[src/logic/oflow_pkg.sv]
// shared widths and FSM state encoding for the tracking core control path, imported by every stage
`default_nettype none

package oflow_pkg;

	// --------------------------------------------------------------------
	// vector widths with a meaning
	// --------------------------------------------------------------------

	// boxes in a frame, or boxes still to process
	typedef logic [7:0] bbox_count_t;
	// set count or set index
	typedef logic [4:0] set_count_t;
	// count inside one set of the PE array
	typedef logic [4:0] pe_count_t;
	// serial frame number since last restart
	typedef logic [7:0] frame_num_t;
	// history frame slots in the ring
	typedef logic [2:0] history_t;
	// history memory address, slot and box index
	typedef logic [10:0] mem_addr_t;

	// --------------------------------------------------------------------
	// core FSM
	// --------------------------------------------------------------------

	typedef enum logic [2:0] {
		idle_st,
		set_variables_st,
		pe_st,
		conflict_resolve_st,
		write_st
	} core_state_t;

endpackage

`default_nettype wire

[src/logic/oflow_conflict_resolve.sv]
// conflict resolution stage: counts consecutive conflicting frames, aborts the sequence at threshold
`timescale 1ns/1ps
`default_nettype none

module oflow_conflict_resolve #(
	parameter int CONFLICT_TH = 3
) (
	input wire clk,
	input wire reset_N,
	input wire start_cr,
	input wire conflict_detected,
	output logic done_cr,
	output logic conflict_counter_th
);

	localparam int CNT_W = $clog2(CONFLICT_TH + 1);
	// count value one short of the threshold
	localparam logic [CNT_W-1:0] TH_LAST = CNT_W'(CONFLICT_TH - 1);

	logic pending;
	logic hit_q;
	logic [CNT_W-1:0] conflict_cnt;

	always_ff @(posedge clk or negedge reset_N) begin
		if (!reset_N) begin
			pending <= 1'b0;
			hit_q <= 1'b0;
			conflict_cnt <= '0;
			done_cr <= 1'b0;
			conflict_counter_th <= 1'b0;
		end else begin
			done_cr <= 1'b0;
			conflict_counter_th <= 1'b0;
			// stage 1, sample the PE comparison
			pending <= start_cr;
			if (start_cr) begin
				hit_q <= conflict_detected;
			end
			// stage 2, decide
			if (pending) begin
				if (!hit_q) begin
					// clean frame breaks the run
					conflict_cnt <= '0;
					done_cr <= 1'b1;
				end else if (conflict_cnt == TH_LAST) begin
					conflict_cnt <= '0;
					conflict_counter_th <= 1'b1;
				end else begin
					conflict_cnt <= conflict_cnt + 1'b1;
					done_cr <= 1'b1;
				end
			end
		end
	end

endmodule

`default_nettype wire

[src/logic/oflow_core_fsm_top.sv]
// frame-level control FSM of the tracking core, steers divider, set sequencer, resolver and writer
`timescale 1ns/1ps
`default_nettype none

module oflow_core_fsm_top
	import oflow_pkg::*;
#(
	parameter int PE_NUM = 24
) (
	input wire clk,
	input wire reset_N,
	input wire start,
	input wire new_frame_from_dma,
	input wire bbox_count_t num_of_bbox_in_frame,
	input wire control_ready_new_set,
	input wire set_count_t counter_set_fe,
	input wire done_pe,
	input wire done_cr,
	input wire conflict_counter_th,
	input wire done_write,
	output logic ready_new_frame,
	output logic start_pe,
	output logic start_cr,
	output logic start_write_mem,
	output logic rnw_st,
	output logic valid_id,
	output frame_num_t frame_num,
	output bbox_count_t counter_of_remain_bboxes,
	output set_count_t num_of_sets,
	output pe_count_t num_of_bbox_in_last_set_div_4,
	output pe_count_t num_of_bbox_in_last_set_remainder_4
);

	localparam pe_count_t PE_NUM_DIV = pe_count_t'(PE_NUM);
	localparam bbox_count_t PE_NUM_BOX = bbox_count_t'(PE_NUM);

	// --------------------------------------------------------------------
	// declarations
	// --------------------------------------------------------------------

	core_state_t state_q;
	core_state_t state_d;

	logic start_div;
	logic div_complete;
	logic div_complete_d;
	// registered rising edge of div_complete
	logic div_rise;
	set_count_t quotient;
	set_count_t quo_q;
	pe_count_t remainder;
	pe_count_t rem_q;

	// --------------------------------------------------------------------
	// box count / PE_NUM
	// --------------------------------------------------------------------

	oflow_div_seq #(
		.A_WIDTH($bits(bbox_count_t)),
		.B_WIDTH($bits(pe_count_t))
	) div_seq (
		.clk(clk),
		.reset_N(reset_N),
		.start(start_div),
		.a(num_of_bbox_in_frame),
		.b(PE_NUM_DIV),
		.complete(div_complete),
		.quotient(quotient),
		.remainder(remainder)
	);

	// partial last set adds one more set
	assign num_of_sets = (rem_q != '0) ? quo_q + set_count_t'(1) : quo_q;
	assign num_of_bbox_in_last_set_div_4 = rem_q >> 2;
	assign num_of_bbox_in_last_set_remainder_4 = pe_count_t'(rem_q[1:0]);

	assign ready_new_frame = (state_q == idle_st);
	// memory reads everywhere except the write phase
	assign rnw_st = (state_q != write_st);

	// --------------------------------------------------------------------
	// state register and registered strobes
	// --------------------------------------------------------------------

	always_ff @(posedge clk or negedge reset_N) begin
		if (!reset_N) begin
			state_q <= idle_st;
			start_div <= 1'b0;
			div_complete_d <= 1'b0;
			div_rise <= 1'b0;
			valid_id <= 1'b0;
		end else begin
			state_q <= state_d;
			// divider kicked on the way into set_variables_st
			start_div <= (state_q == idle_st) && (state_d == set_variables_st);
			div_complete_d <= div_complete;
			div_rise <= div_complete && !div_complete_d;
			valid_id <= (state_q != write_st) && (state_d == write_st);
		end
	end

	// division results, held for the whole frame
	always_ff @(posedge clk or negedge reset_N) begin
		if (!reset_N) begin
			quo_q <= '0;
			rem_q <= '0;
		end else if (state_q == set_variables_st && div_rise) begin
			quo_q <= quotient;
			rem_q <= remainder;
		end
	end

	// boxes not yet handed to the PE array
	always_ff @(posedge clk or negedge reset_N) begin
		if (!reset_N) begin
			counter_of_remain_bboxes <= '0;
		end else if (state_q == set_variables_st) begin
			counter_of_remain_bboxes <= num_of_bbox_in_frame;
		end else if (state_q == pe_st && control_ready_new_set &&
				counter_of_remain_bboxes >= PE_NUM_BOX) begin
			counter_of_remain_bboxes <= counter_of_remain_bboxes - PE_NUM_BOX;
		end
	end

	// frame serial number, restarts on start or abort
	always_ff @(posedge clk or negedge reset_N) begin
		if (!reset_N) begin
			frame_num <= '0;
		end else if ((state_q == idle_st && start) ||
				(state_q == conflict_resolve_st && conflict_counter_th)) begin
			frame_num <= '0;
		end else if (state_q == write_st && done_write) begin
			frame_num <= frame_num + frame_num_t'(1);
		end
	end

	// --------------------------------------------------------------------
	// next state and stage strobes
	// --------------------------------------------------------------------

	always_comb begin
		state_d = state_q;
		start_pe = 1'b0;
		start_cr = 1'b0;
		start_write_mem = 1'b0;
		case (state_q)
			idle_st: begin
				if (start || new_frame_from_dma) begin
					state_d = set_variables_st;
				end
			end
			set_variables_st: begin
				if (div_rise) begin
					start_pe = 1'b1;
					state_d = pe_st;
				end
			end
			pe_st: begin
				// all sets consumed by the PE array
				if (done_pe && counter_set_fe == num_of_sets) begin
					if (frame_num == '0) begin
						// first frame, nothing to resolve against
						start_write_mem = 1'b1;
						state_d = write_st;
					end else begin
						start_cr = 1'b1;
						state_d = conflict_resolve_st;
					end
				end
			end
			conflict_resolve_st: begin
				if (conflict_counter_th) begin
					state_d = idle_st;
				end else if (done_cr) begin
					start_write_mem = 1'b1;
					state_d = write_st;
				end
			end
			write_st: begin
				if (done_write) begin
					state_d = idle_st;
				end
			end
			default: begin
				state_d = idle_st;
			end
		endcase
	end

	a_start_pe_entry: assert property (@(posedge clk) disable iff (!reset_N)
		start_pe |-> (state_q == set_variables_st) ##1 (state_q == pe_st));

	// one write per frame, idle in between
	a_one_write: assert property (@(posedge clk) disable iff (!reset_N)
		start_write_mem |=> !start_write_mem until (state_q == idle_st));

endmodule

`default_nettype wire

[src/logic/oflow_core_top.sv]
// top level of the frame control path, connects the FSM to the sequencer, resolver and writer
`timescale 1ns/1ps
`default_nettype none

module oflow_core_top
	import oflow_pkg::*;
#(
	parameter int PE_NUM = 24,
	parameter int CONFLICT_TH = 3,
	parameter int MAX_BBOX = 256
) (
	input wire clk,
	input wire reset_N,
	input wire start,
	input wire new_frame_from_dma,
	input wire new_set_from_dma,
	input wire bbox_count_t num_of_bbox_in_frame,
	input wire history_t num_of_history_frames,
	input wire conflict_detected,
	output logic ready_new_frame,
	output logic set_request,
	output frame_num_t frame_num,
	output set_count_t num_of_sets,
	output pe_count_t num_of_bbox_in_last_set_div_4,
	output pe_count_t num_of_bbox_in_last_set_remainder_4,
	output logic mem_rnw,
	output logic mem_we,
	output mem_addr_t mem_addr,
	output logic valid_id
);

	// --------------------------------------------------------------------
	// stage handshakes
	// --------------------------------------------------------------------

	logic start_pe;
	logic control_ready_new_set;
	logic done_pe;
	set_count_t counter_set_fe;
	logic start_cr;
	logic done_cr;
	logic conflict_counter_th;
	logic start_write_mem;
	logic done_write;

	oflow_core_fsm_top #(
		.PE_NUM(PE_NUM)
	) core_fsm (
		.clk(clk),
		.reset_N(reset_N),
		.start(start),
		.new_frame_from_dma(new_frame_from_dma),
		.num_of_bbox_in_frame(num_of_bbox_in_frame),
		.control_ready_new_set(control_ready_new_set),
		.counter_set_fe(counter_set_fe),
		.done_pe(done_pe),
		.done_cr(done_cr),
		.conflict_counter_th(conflict_counter_th),
		.done_write(done_write),
		.ready_new_frame(ready_new_frame),
		.start_pe(start_pe),
		.start_cr(start_cr),
		.start_write_mem(start_write_mem),
		.rnw_st(mem_rnw),
		.valid_id(valid_id),
		.frame_num(frame_num),
		// box countdown is for the PE array, outside this path
		.counter_of_remain_bboxes(),
		.num_of_sets(num_of_sets),
		.num_of_bbox_in_last_set_div_4(num_of_bbox_in_last_set_div_4),
		.num_of_bbox_in_last_set_remainder_4(num_of_bbox_in_last_set_remainder_4)
	);

	oflow_set_sequencer #(
		.PE_NUM(PE_NUM)
	) set_seq (
		.clk(clk),
		.reset_N(reset_N),
		.start_pe(start_pe),
		.new_set_from_dma(new_set_from_dma),
		.num_of_sets(num_of_sets),
		.num_of_bbox_in_last_set_div_4(num_of_bbox_in_last_set_div_4),
		.num_of_bbox_in_last_set_remainder_4(num_of_bbox_in_last_set_remainder_4),
		.set_request(set_request),
		.control_ready_new_set(control_ready_new_set),
		.done_pe(done_pe),
		.counter_set_fe(counter_set_fe)
	);

	oflow_conflict_resolve #(
		.CONFLICT_TH(CONFLICT_TH)
	) conflict_res (
		.clk(clk),
		.reset_N(reset_N),
		.start_cr(start_cr),
		.conflict_detected(conflict_detected),
		.done_cr(done_cr),
		.conflict_counter_th(conflict_counter_th)
	);

	oflow_mem_write #(
		.MAX_BBOX(MAX_BBOX)
	) mem_wr (
		.clk(clk),
		.reset_N(reset_N),
		.start_write_mem(start_write_mem),
		.frame_num(frame_num),
		.num_of_bbox_in_frame(num_of_bbox_in_frame),
		.num_of_history_frames(num_of_history_frames),
		.mem_we(mem_we),
		.mem_addr(mem_addr),
		.done_write(done_write)
	);

endmodule

`default_nettype wire

[src/logic/oflow_div_seq.sv]
// sequential restoring divider, one quotient bit per clock, used by the core FSM to split boxes into sets
`timescale 1ns/1ps
`default_nettype none

module oflow_div_seq
	import oflow_pkg::*;
#(
	parameter int A_WIDTH = 8,
	parameter int B_WIDTH = 5
) (
	input wire clk,
	input wire reset_N,
	input wire start,
	input wire bbox_count_t a,
	input wire pe_count_t b,
	output logic complete,
	output set_count_t quotient,
	output pe_count_t remainder
);

	localparam int CNT_W = $clog2(A_WIDTH);
	localparam logic [CNT_W-1:0] LAST_BIT = CNT_W'(A_WIDTH - 1);

	logic busy;
	logic [CNT_W-1:0] bit_cnt;
	// dividend shifts out msb first, quotient bits shift in at lsb
	logic [A_WIDTH-1:0] quo_q;
	logic [B_WIDTH-1:0] rem_q;
	logic [B_WIDTH-1:0] divisor_q;
	// partial remainder with next dividend bit appended
	logic [B_WIDTH:0] partial;
	logic [B_WIDTH:0] diff;

	assign partial = {rem_q, quo_q[A_WIDTH-1]};
	assign diff = partial - {1'b0, divisor_q};

	assign quotient = set_count_t'(quo_q);
	assign remainder = rem_q;

	// bit counter and status
	always_ff @(posedge clk or negedge reset_N) begin
		if (!reset_N) begin
			busy <= 1'b0;
			complete <= 1'b0;
			bit_cnt <= '0;
		end else if (start) begin
			busy <= 1'b1;
			complete <= 1'b0;
			bit_cnt <= '0;
		end else if (busy) begin
			if (bit_cnt == LAST_BIT) begin
				busy <= 1'b0;
				complete <= 1'b1;
			end else begin
				bit_cnt <= bit_cnt + 1'b1;
			end
		end
	end

	// datapath, operands latched on start
	always_ff @(posedge clk) begin
		if (start) begin
			quo_q <= a;
			rem_q <= '0;
			divisor_q <= b;
		end else if (busy) begin
			// restore when the trial subtraction goes negative
			if (!diff[B_WIDTH]) begin
				rem_q <= diff[B_WIDTH-1:0];
				quo_q <= {quo_q[A_WIDTH-2:0], 1'b1};
			end else begin
				rem_q <= partial[B_WIDTH-1:0];
				quo_q <= {quo_q[A_WIDTH-2:0], 1'b0};
			end
		end
	end

	// a new operand pair only once the last one is done
	a_no_restart: assert property (@(posedge clk) disable iff (!reset_N)
		start |-> !busy);

endmodule

`default_nettype wire

[src/logic/oflow_mem_write.sv]
// history memory writer: one entry per box into the current slot of the history frame ring
`timescale 1ns/1ps
`default_nettype none

module oflow_mem_write
	import oflow_pkg::*;
#(
	parameter int MAX_BBOX = 256
) (
	input wire clk,
	input wire reset_N,
	input wire start_write_mem,
	input wire frame_num_t frame_num,
	input wire bbox_count_t num_of_bbox_in_frame,
	input wire history_t num_of_history_frames,
	output logic mem_we,
	output mem_addr_t mem_addr,
	output logic done_write
);

	// slot stride in memory entries
	localparam mem_addr_t STRIDE = mem_addr_t'(MAX_BBOX);

	history_t slot_q;
	history_t slot_inc;
	bbox_count_t box_idx;

	assign slot_inc = slot_q + history_t'(1);
	assign mem_addr = mem_addr_t'(slot_q) * STRIDE + mem_addr_t'(box_idx);

	always_ff @(posedge clk or negedge reset_N) begin
		if (!reset_N) begin
			slot_q <= '0;
			box_idx <= '0;
			mem_we <= 1'b0;
			done_write <= 1'b0;
		end else begin
			done_write <= 1'b0;
			if (start_write_mem) begin
				mem_we <= 1'b1;
				box_idx <= '0;
				// ring restarts with the frame count, else next slot mod history depth
				if (frame_num == '0 || slot_inc >= num_of_history_frames) begin
					slot_q <= '0;
				end else begin
					slot_q <= slot_inc;
				end
			end else if (mem_we) begin
				if (box_idx == num_of_bbox_in_frame - bbox_count_t'(1)) begin
					mem_we <= 1'b0;
					done_write <= 1'b1;
				end else begin
					box_idx <= box_idx + bbox_count_t'(1);
				end
			end
		end
	end

endmodule

`default_nettype wire

[src/logic/oflow_set_sequencer.sv]
// set sequencer: requests each set from the DMA and times the PE array, four boxes per PE cycle
`timescale 1ns/1ps
`default_nettype none

module oflow_set_sequencer
	import oflow_pkg::*;
#(
	parameter int PE_NUM = 24
) (
	input wire clk,
	input wire reset_N,
	input wire start_pe,
	input wire new_set_from_dma,
	input wire set_count_t num_of_sets,
	input wire pe_count_t num_of_bbox_in_last_set_div_4,
	input wire pe_count_t num_of_bbox_in_last_set_remainder_4,
	output logic set_request,
	output logic control_ready_new_set,
	output logic done_pe,
	output set_count_t counter_set_fe
);

	// PE cycles for a full set
	localparam pe_count_t FULL_SET_CYCLES = pe_count_t'(PE_NUM / 4);

	logic set_accept;
	logic pe_busy;
	pe_count_t pe_cnt;
	set_count_t next_set;
	pe_count_t last_set_cycles;
	pe_count_t set_cycles;

	// set pulses only count while requested
	assign set_accept = set_request && new_set_from_dma;
	assign next_set = counter_set_fe + set_count_t'(1);

	// ceil(remainder / 4), zero when the last set is full
	assign last_set_cycles = num_of_bbox_in_last_set_div_4 +
		pe_count_t'(num_of_bbox_in_last_set_remainder_4 != '0);
	assign set_cycles = (next_set == num_of_sets && last_set_cycles != '0) ?
		last_set_cycles : FULL_SET_CYCLES;

	always_ff @(posedge clk or negedge reset_N) begin
		if (!reset_N) begin
			set_request <= 1'b0;
			control_ready_new_set <= 1'b0;
			done_pe <= 1'b0;
			counter_set_fe <= '0;
			pe_busy <= 1'b0;
			pe_cnt <= '0;
		end else begin
			control_ready_new_set <= 1'b0;
			done_pe <= 1'b0;
			if (start_pe) begin
				// first request right after start
				counter_set_fe <= '0;
				set_request <= 1'b1;
				pe_busy <= 1'b0;
			end else if (set_accept) begin
				set_request <= 1'b0;
				counter_set_fe <= next_set;
				pe_busy <= 1'b1;
				pe_cnt <= set_cycles;
			end else if (pe_busy) begin
				if (pe_cnt == pe_count_t'(1)) begin
					pe_busy <= 1'b0;
					if (counter_set_fe == num_of_sets) begin
						done_pe <= 1'b1;
					end else begin
						// ask for the next set
						control_ready_new_set <= 1'b1;
						set_request <= 1'b1;
					end
				end else begin
					pe_cnt <= pe_cnt - pe_count_t'(1);
				end
			end
		end
	end

	a_done_after_last_set: assert property (@(posedge clk) disable iff (!reset_N)
		start_pe |=> !done_pe until (counter_set_fe == num_of_sets));

endmodule

`default_nettype wire

[config.mk]
export PLATFORM = sky130hd
export DESIGN_NAME = oflow_core_top
export DESIGN_NICKNAME = d
export VERILOG_FILES = /design/src/logic/oflow_pkg.sv /design/src/logic/oflow_conflict_resolve.sv /design/src/logic/oflow_core_fsm_top.sv /design/src/logic/oflow_core_top.sv /design/src/logic/oflow_div_seq.sv /design/src/logic/oflow_mem_write.sv /design/src/logic/oflow_set_sequencer.sv
export SDC_FILE = /design/constraint.sdc
export NUM_CORES = 1
export LEC_CHECK = 0
export BUFFER_PORTS_ARGS = -buffer_cell sky130_fd_sc_hd__buf_2
export CORE_MARGIN = 10
export CORE_UTILIZATION = 55
export CTS_CLUSTER_SIZE = 20
export DETAILED_ROUTE_END_ITERATION = 16
export GPL_ROUTABILITY_DRIVEN = 0
export PLACE_DENSITY = 0.82
export SETUP_SLACK_MARGIN = 0.3
export SYNTH_ARGS = -nofsm -noshare
export SYNTH_HDL_FRONTEND = slang
export SYNTH_SLANG_ARGS = --single-unit
[constraint.sdc]
create_clock -name clk -period 4.6 [get_ports clk]
set_input_delay 0.69 -clock clk [delete_from_list [all_inputs] [get_ports clk]]
set_output_delay 0.69 -clock clk [all_outputs]
set_load 0.03 [all_outputs]
## After elaboration in Yosys (flattened, before gate mapping)

Index checks and enable logic that the tools add are counted.

| storage, ports and cells | value |
|---|---|
| register bits after elaboration | 75 |
| bits in latches | 0 |
| memory bits (writable) | 0 |
| memory bits (read-only) | 0 |
| bits of input ports | 17 |
| memories kept | 0 |

| operators by class | value |
|---|---|
| add/subtract/negate cells | 12 |
| multipliers | 0 |
| div/mod/pow operators | 0 |
| $lt $le $gt $ge | 1 |
| eq/ne operators | 17 |
| shift operators | 0 |
| mux-type cells | 72 |
| bitwise logic cells | 1 |
| reductions and logical operators | 32 |

Operator list:

| operator | number |
|---|---|
| $mux 8 | 7 |
| $mux 1 | 42 |
| $mux 5 | 8 |
| $mux 3 | 11 |
| $add 8x1->8 const B | 2 |
| $pmux 3 s5 | 1 |
| $reduce_bool 5->1 | 3 |
| $reduce_bool 2->1 | 6 |
| $add 11x8->11 | 1 |
| $add 5x1->5 const B | 2 |
| $eq 5x5->1 | 2 |
| $logic_and 1x1->1 | 10 |
| $eq 3x3->1 const B | 3 |
| $eq 8x8->1 | 1 |
| $logic_not 8->1 | 1 |
| $sub 8x1->8 const B | 1 |
| $add 3x1->3 const B | 2 |
| $eq 3x1->1 const B | 2 |
| $eq 3x2->1 const B | 2 |
| $reduce_and 2->1 | 3 |
| $reduce_and 3->1 | 2 |
| $reduce_bool 3->1 | 2 |
| $sub 6x5->6 const B | 1 |
| $eq 5x1->1 const B | 1 |
| 15 further kinds | 19 |

## Logic depth before layout (Yosys ltp)

| depth | value |
|---|---|
| word-level depth | 8 |
| mapped depth | 10 |

## By module

A second synthesis with hierarchy kept.

| unflattened totals | value |
|---|---|
| cells, all modules | 501 |
| area, all modules | 5,290.1 µm² |

By module, submodules not included:

| module | times used | cells an instance | area each (µm²) |
|---|---|---|---|
| oflow_core_fsm_top | 1 | 173 | 1,880.6 |
| oflow_div_seq | 1 | 98 | 1,204.9 |
| oflow_mem_write | 1 | 113 | 996.0 |
| oflow_set_sequencer | 1 | 102 | 992.2 |
| oflow_conflict_resolve | 1 | 15 | 216.5 |

## Worst setup path after synthesis

OpenSTA, ideal clock, no wires.

| timing | value |
|---|---|
| path type | register -> register |
| start | register core_fsm.rem_q[4] |
| end | register conflict_res.hit_q |
| arrival time | 2.517 ns |
| data required time | 4.475 ns |
| path slack | 1.958 ns |
| stages on the path, launching flop included | 8 |
| buffers on the path | 0 |
| clock period less this slack | 2.642 ns |
| cells stage by stage | dfrtp_1 or3_4 o2111ai_1 xnor2_1 xnor2_2 nand3_2 nor3b_2 mux2_2 |

| on the way | value |
|---|---|
| word-level cells in the longest chain between the ends | 6 |

RTL lines:

| item | RTL line | text |
|---|---|---|
| start, declared | oflow_core_fsm_top.sv:52 | `pe_count_t rem_q;` |
| start signal, assigned | oflow_core_fsm_top.sv:109 | `rem_q <= remainder;` |
| $reduce_bool 5->1 | oflow_core_fsm_top.sv:73 | `assign num_of_sets = (rem_q != '0) ? quo_q + set_count_t'(1) : quo_q;` |
| $mux 5 | oflow_core_fsm_top.sv:73 |  |
| via num_of_sets[3] | oflow_core_top.sv:23 | `output set_count_t num_of_sets,` |
| $eq 5x5->1 | oflow_core_fsm_top.sv:160 | `if (done_pe && counter_set_fe == num_of_sets) begin` |
| $logic_and 1x1->1 | oflow_core_fsm_top.sv:160 |  |
| $mux 1 | oflow_core_fsm_top.sv:160 |  |
| $mux 1 | oflow_core_fsm_top.sv:146 | `case (state_q)` |
| via conflict_res.start_cr | oflow_conflict_resolve.sv:10 | `input wire start_cr,` |
| end signal, assigned | oflow_conflict_resolve.sv:37 | `hit_q <= conflict_detected;` |
| end, declared | oflow_conflict_resolve.sv:21 | `logic hit_q;` |

The timed path passes the listed nets, and every way through them passes these cells.
A chain may end at the register's enable or synchronous reset.

## Worst setup path in the final report

| timing | value |
|---|---|
| start | register core_fsm.rem_q[3] |
| end | register mem_wr.slot_q[1] |

| on the way | value |
|---|---|
| word-level cells in the longest chain between the ends | 6 |

RTL lines:

| item | RTL line | text |
|---|---|---|
| $reduce_bool 5->1 | oflow_core_fsm_top.sv:73 |  |
| $mux 5 | oflow_core_fsm_top.sv:73 |  |
| $eq 5x5->1 | oflow_core_fsm_top.sv:160 |  |
| $logic_and 1x1->1 | oflow_core_fsm_top.sv:160 |  |
| $mux 1 | oflow_core_fsm_top.sv:160 |  |
| $pmux 1 s2 | oflow_core_fsm_top.sv:146 |  |
| end signal, assigned | oflow_mem_write.sv:46 | `slot_q <= slot_inc;` |
| end, declared | oflow_mem_write.sv:24 | `history_t slot_q;` |

Every way passes these cells.

==> flow_summary.toml <==
[logic_synthesis]
synth_edf_count = 8
yosysWarnings = 0
synth_top_area_share_pct = 37.45
synth_area_leaders = "dfrtp_1 37%, edfxtp_1 5.8%, xnor2_1 5.5%"
synth_cell_types = 59
syn_inst = 425
synth-async-reset-ratio_pct = 82.67
netlist_area_um2 = 4143
synth_ff_type = "dfrtp_1"
synth_seq_area_share_pct = 45.67
yosys.area.top_type = "dfrtp_1"
ys_ff_latch = 75
avgSynthCellArea_um2 = 9.748

[grt]
grtUsageMet2_pct = 25.59
grt_max_degree = 48
antenna_found_initial = 0
grtUsageMet1_pct = 19.00
use_met3_pct = 3.892
top_usage_layer = "met2"
grt_pass1_wl_um = 14890
grt_use_total_pct = 15.56
grt-ovfl-total = 0
grt_pass1_vias = 3273

[floorplanning]
die_area_um2 = 11400
io_pins = 56
core_area_um2 = 7292
die_h_um = 106.8
rows = 31
die_w_um = 106.8
initial_utilization_pct = 56.81

[power_and_ir_drop]
combPwrFrac_pct = 41.2
power_frac_seq_pct = 40.5
power_mw = 2.727
pwr-share-clk_pct = 18.3
power_density_nw_per_um2 = 588.7
intPower_mw = 1.594
p_sw_share_pct = 41.55
p_leak_nw = 2.143
p_sw_mw = 1.133
peakVddDrop_v = 0.0002750

[layout]
final_core_util_pct = 63.54
fill_cells = 639
antennaDiodeCount = 0
regArea_um2 = 1892
syn2layout_area_growth_pct = 11.84
layout.cells.non_filler = 574
multi_input_area_um2 = 2120
nNetsFinal = 504
drive_gt1_share_pct = 19.16

[timing]
setup_tns_ns = 0
worst_slew_pin_slew_ns = 1.136
finalHoldViolations = 0
report.final.slew_viol_count = 0
worst_slack_ns = 1.825
slew_headroom_pct = 23.86
min_period_ns = 2.775
max_freq_mhz = 360.4
finClkSkew_ns = 0.01032
period_share_pct = 60.32
final-setup-viol-count = 0
rsz0062_at_grt = "no"

[clock_network]
cts_made_buffers = 9
clk_pin_slew_ns = 0.08
ctsResizeCount = 0
cts_hold_buf = 0
cts_buffer_depth = 2
cts_root_buffer = "clkbuf_8"
cts_setup_buffers = 0
h-tree-depth = 3
cts_tree = "yes"
cts_sinks = 75
clkLatencyLatePin_ns = 0.35

[critical_path]
critPathLaunchType = "register"
rr_endpoint = "mem_wr.slot_q[1]"
reg2reg_setup_slack_ns = 1.83
worstPathRequired_ns = 4.84
critPathMaxFanout = 15
end_kind = "register"
crit_arrival_ns = 3.01
reg2regPathDepth = 7
timing.rr.start = "core_fsm.rem_q[3]"
worstSetupPathType = "reg2reg"

[place]
io_buffers = 50
dp_slack_ns = 1.761
dpl.hpwl_um = 6402
dp.cells = 559

[route]
drtIter0Drc = 164
wire_per_inst_um = 14.86
antenna_left = 0
routed_wl_um = 8532
drt_first_pass_iters = 4
avgViaCountPerCell = 5.523
route.vias.total = 3170
drc = 0

[flow_run]
cap_viol_max_count = 0

[run_status]
status = "finished clean"

[hold_path]
hp-class = "in2async"
registers in the layout, indices dropped and copies added (netlist names), 2 cells and up, named ones only:
signal and cells:
set_seq.pe_cnt 5, core_fsm.state_q 3, set_seq.counter_set_fe 5, core_fsm.frame_num 8, mem_wr.slot_q 3, core_fsm.div_seq.remainder 4, core_fsm.div_seq.quo_q 8, core_fsm.div_seq.bit_cnt 3
core_fsm.rem_q 5, mem_wr.box_idx 8, conflict_res.conflict_cnt 2, core_fsm.quo_q 5
routing by layer:
metal / up-vias / wire (um)
met3: 16 / 429
met2: 86 / 4231
li1: 1543 / -
met5: - / 0
met4: 0 / 139
met1: 1525 / 3732
stage by stage:
stage	cell area [um2]	hold WS, ns
2_1_floorplan	4158	0.3674
3_3_place_gp	4442	0.3822
3_5_place_dp	4442	0.3910
4_1_cts	4633	0.2615
5_1_grt	4633	0.2675
6_report	4633	0.2573
cell usage in the layout (no fill, tap or decap), drive strengths merged, types with 4 or more instances in the layout:
master and n:
nor2b 8, inv 13, nor2 41, xnor2 27
nand2 56, a31oi 5, o21ai 16, a21oi 17
clkinv 4, mux2i 10, nand2b 5, xor2 19
mux2 10, conb 5, or3 4, and3 5
dfxtp 5, nor4 5, clkbuf 10, dfrtp 62
or2 6, buf 51, nand4 9, nand3 15
nor3 9, edfxtp 8, ha 16
how the worst max path moves through the flow:
stage	start	end	slack, ns
2_1_floorplan	core_fsm.rem_q[4]	conflict_res.hit_q	1.96
3_3_place_gp	num_of_bbox_in_frame[0]	mem_wr.mem_we	1.89
3_5_place_dp	num_of_bbox_in_frame[0]	mem_wr.mem_we	1.76
4_1_cts	core_fsm.rem_q[3]	mem_wr.slot_q[1]	1.83
5_1_grt	core_fsm.rem_q[3]	mem_wr.slot_q[1]	1.69
6_report	core_fsm.rem_q[3]	mem_wr.slot_q[1]	1.83
cell usage after synthesis, drive strengths merged (8+ instances only):
library cell   n
mux2i         10
xor2          19
nand3         15
nor3           9
mux2          10
nand4          9
nand2         56
nor2          41
xnor2         27
nor2b          8
inv           13
dfrtp         62
edfxtp         8
clkbuf        13
a21oi         17
ha            16
o21ai         16
kinds of logic after synthesis:
logic type      count (synthesis)  share of synthesized area, %
other cells                     1                       0.09052
compound gates                 61                         9.816
buf+inv                        33                         3.655
fa+ha+maj                      16                         4.832
simple gates                  173                         20.63
mux                            20                         5.225
flops                          75                         45.67
xor+xnor                       46                         10.09
power groups by stage:
stage               Sequential, mW  Clock (mW)  Combinational, mW
finish                        1.10       0.499               1.12
detailed placement            1.11           0               1.13
global placement              1.10           0               1.09
floorplan                     1.08           0              0.895
CTS                           1.10       0.508               1.13
global route                  1.14       0.536               1.25
final cells by class:
cell class / count / area share (%)
sequential: 75 / 40.83
multi-input combinational: 321 / 45.75
inverter: 13 / 1.053
timing repair buffer: 51 / 5.563
clock buffer: 10 / 2.971
tap: 99 / 2.674
clock inverter: 5 / 1.161
critical path, stage by stage, from the launching register on:
cell and delay, ns:
dfrtp_1 0.44, or3_4 0.42, o2111ai_1 0.25, xnor2_1 0.23, xnor2_2 0.17, nand3_2 0.18
o21ai_2 0.57, mux2_2 0.40
No activity file was read; power rests on OpenSTA's default activity.
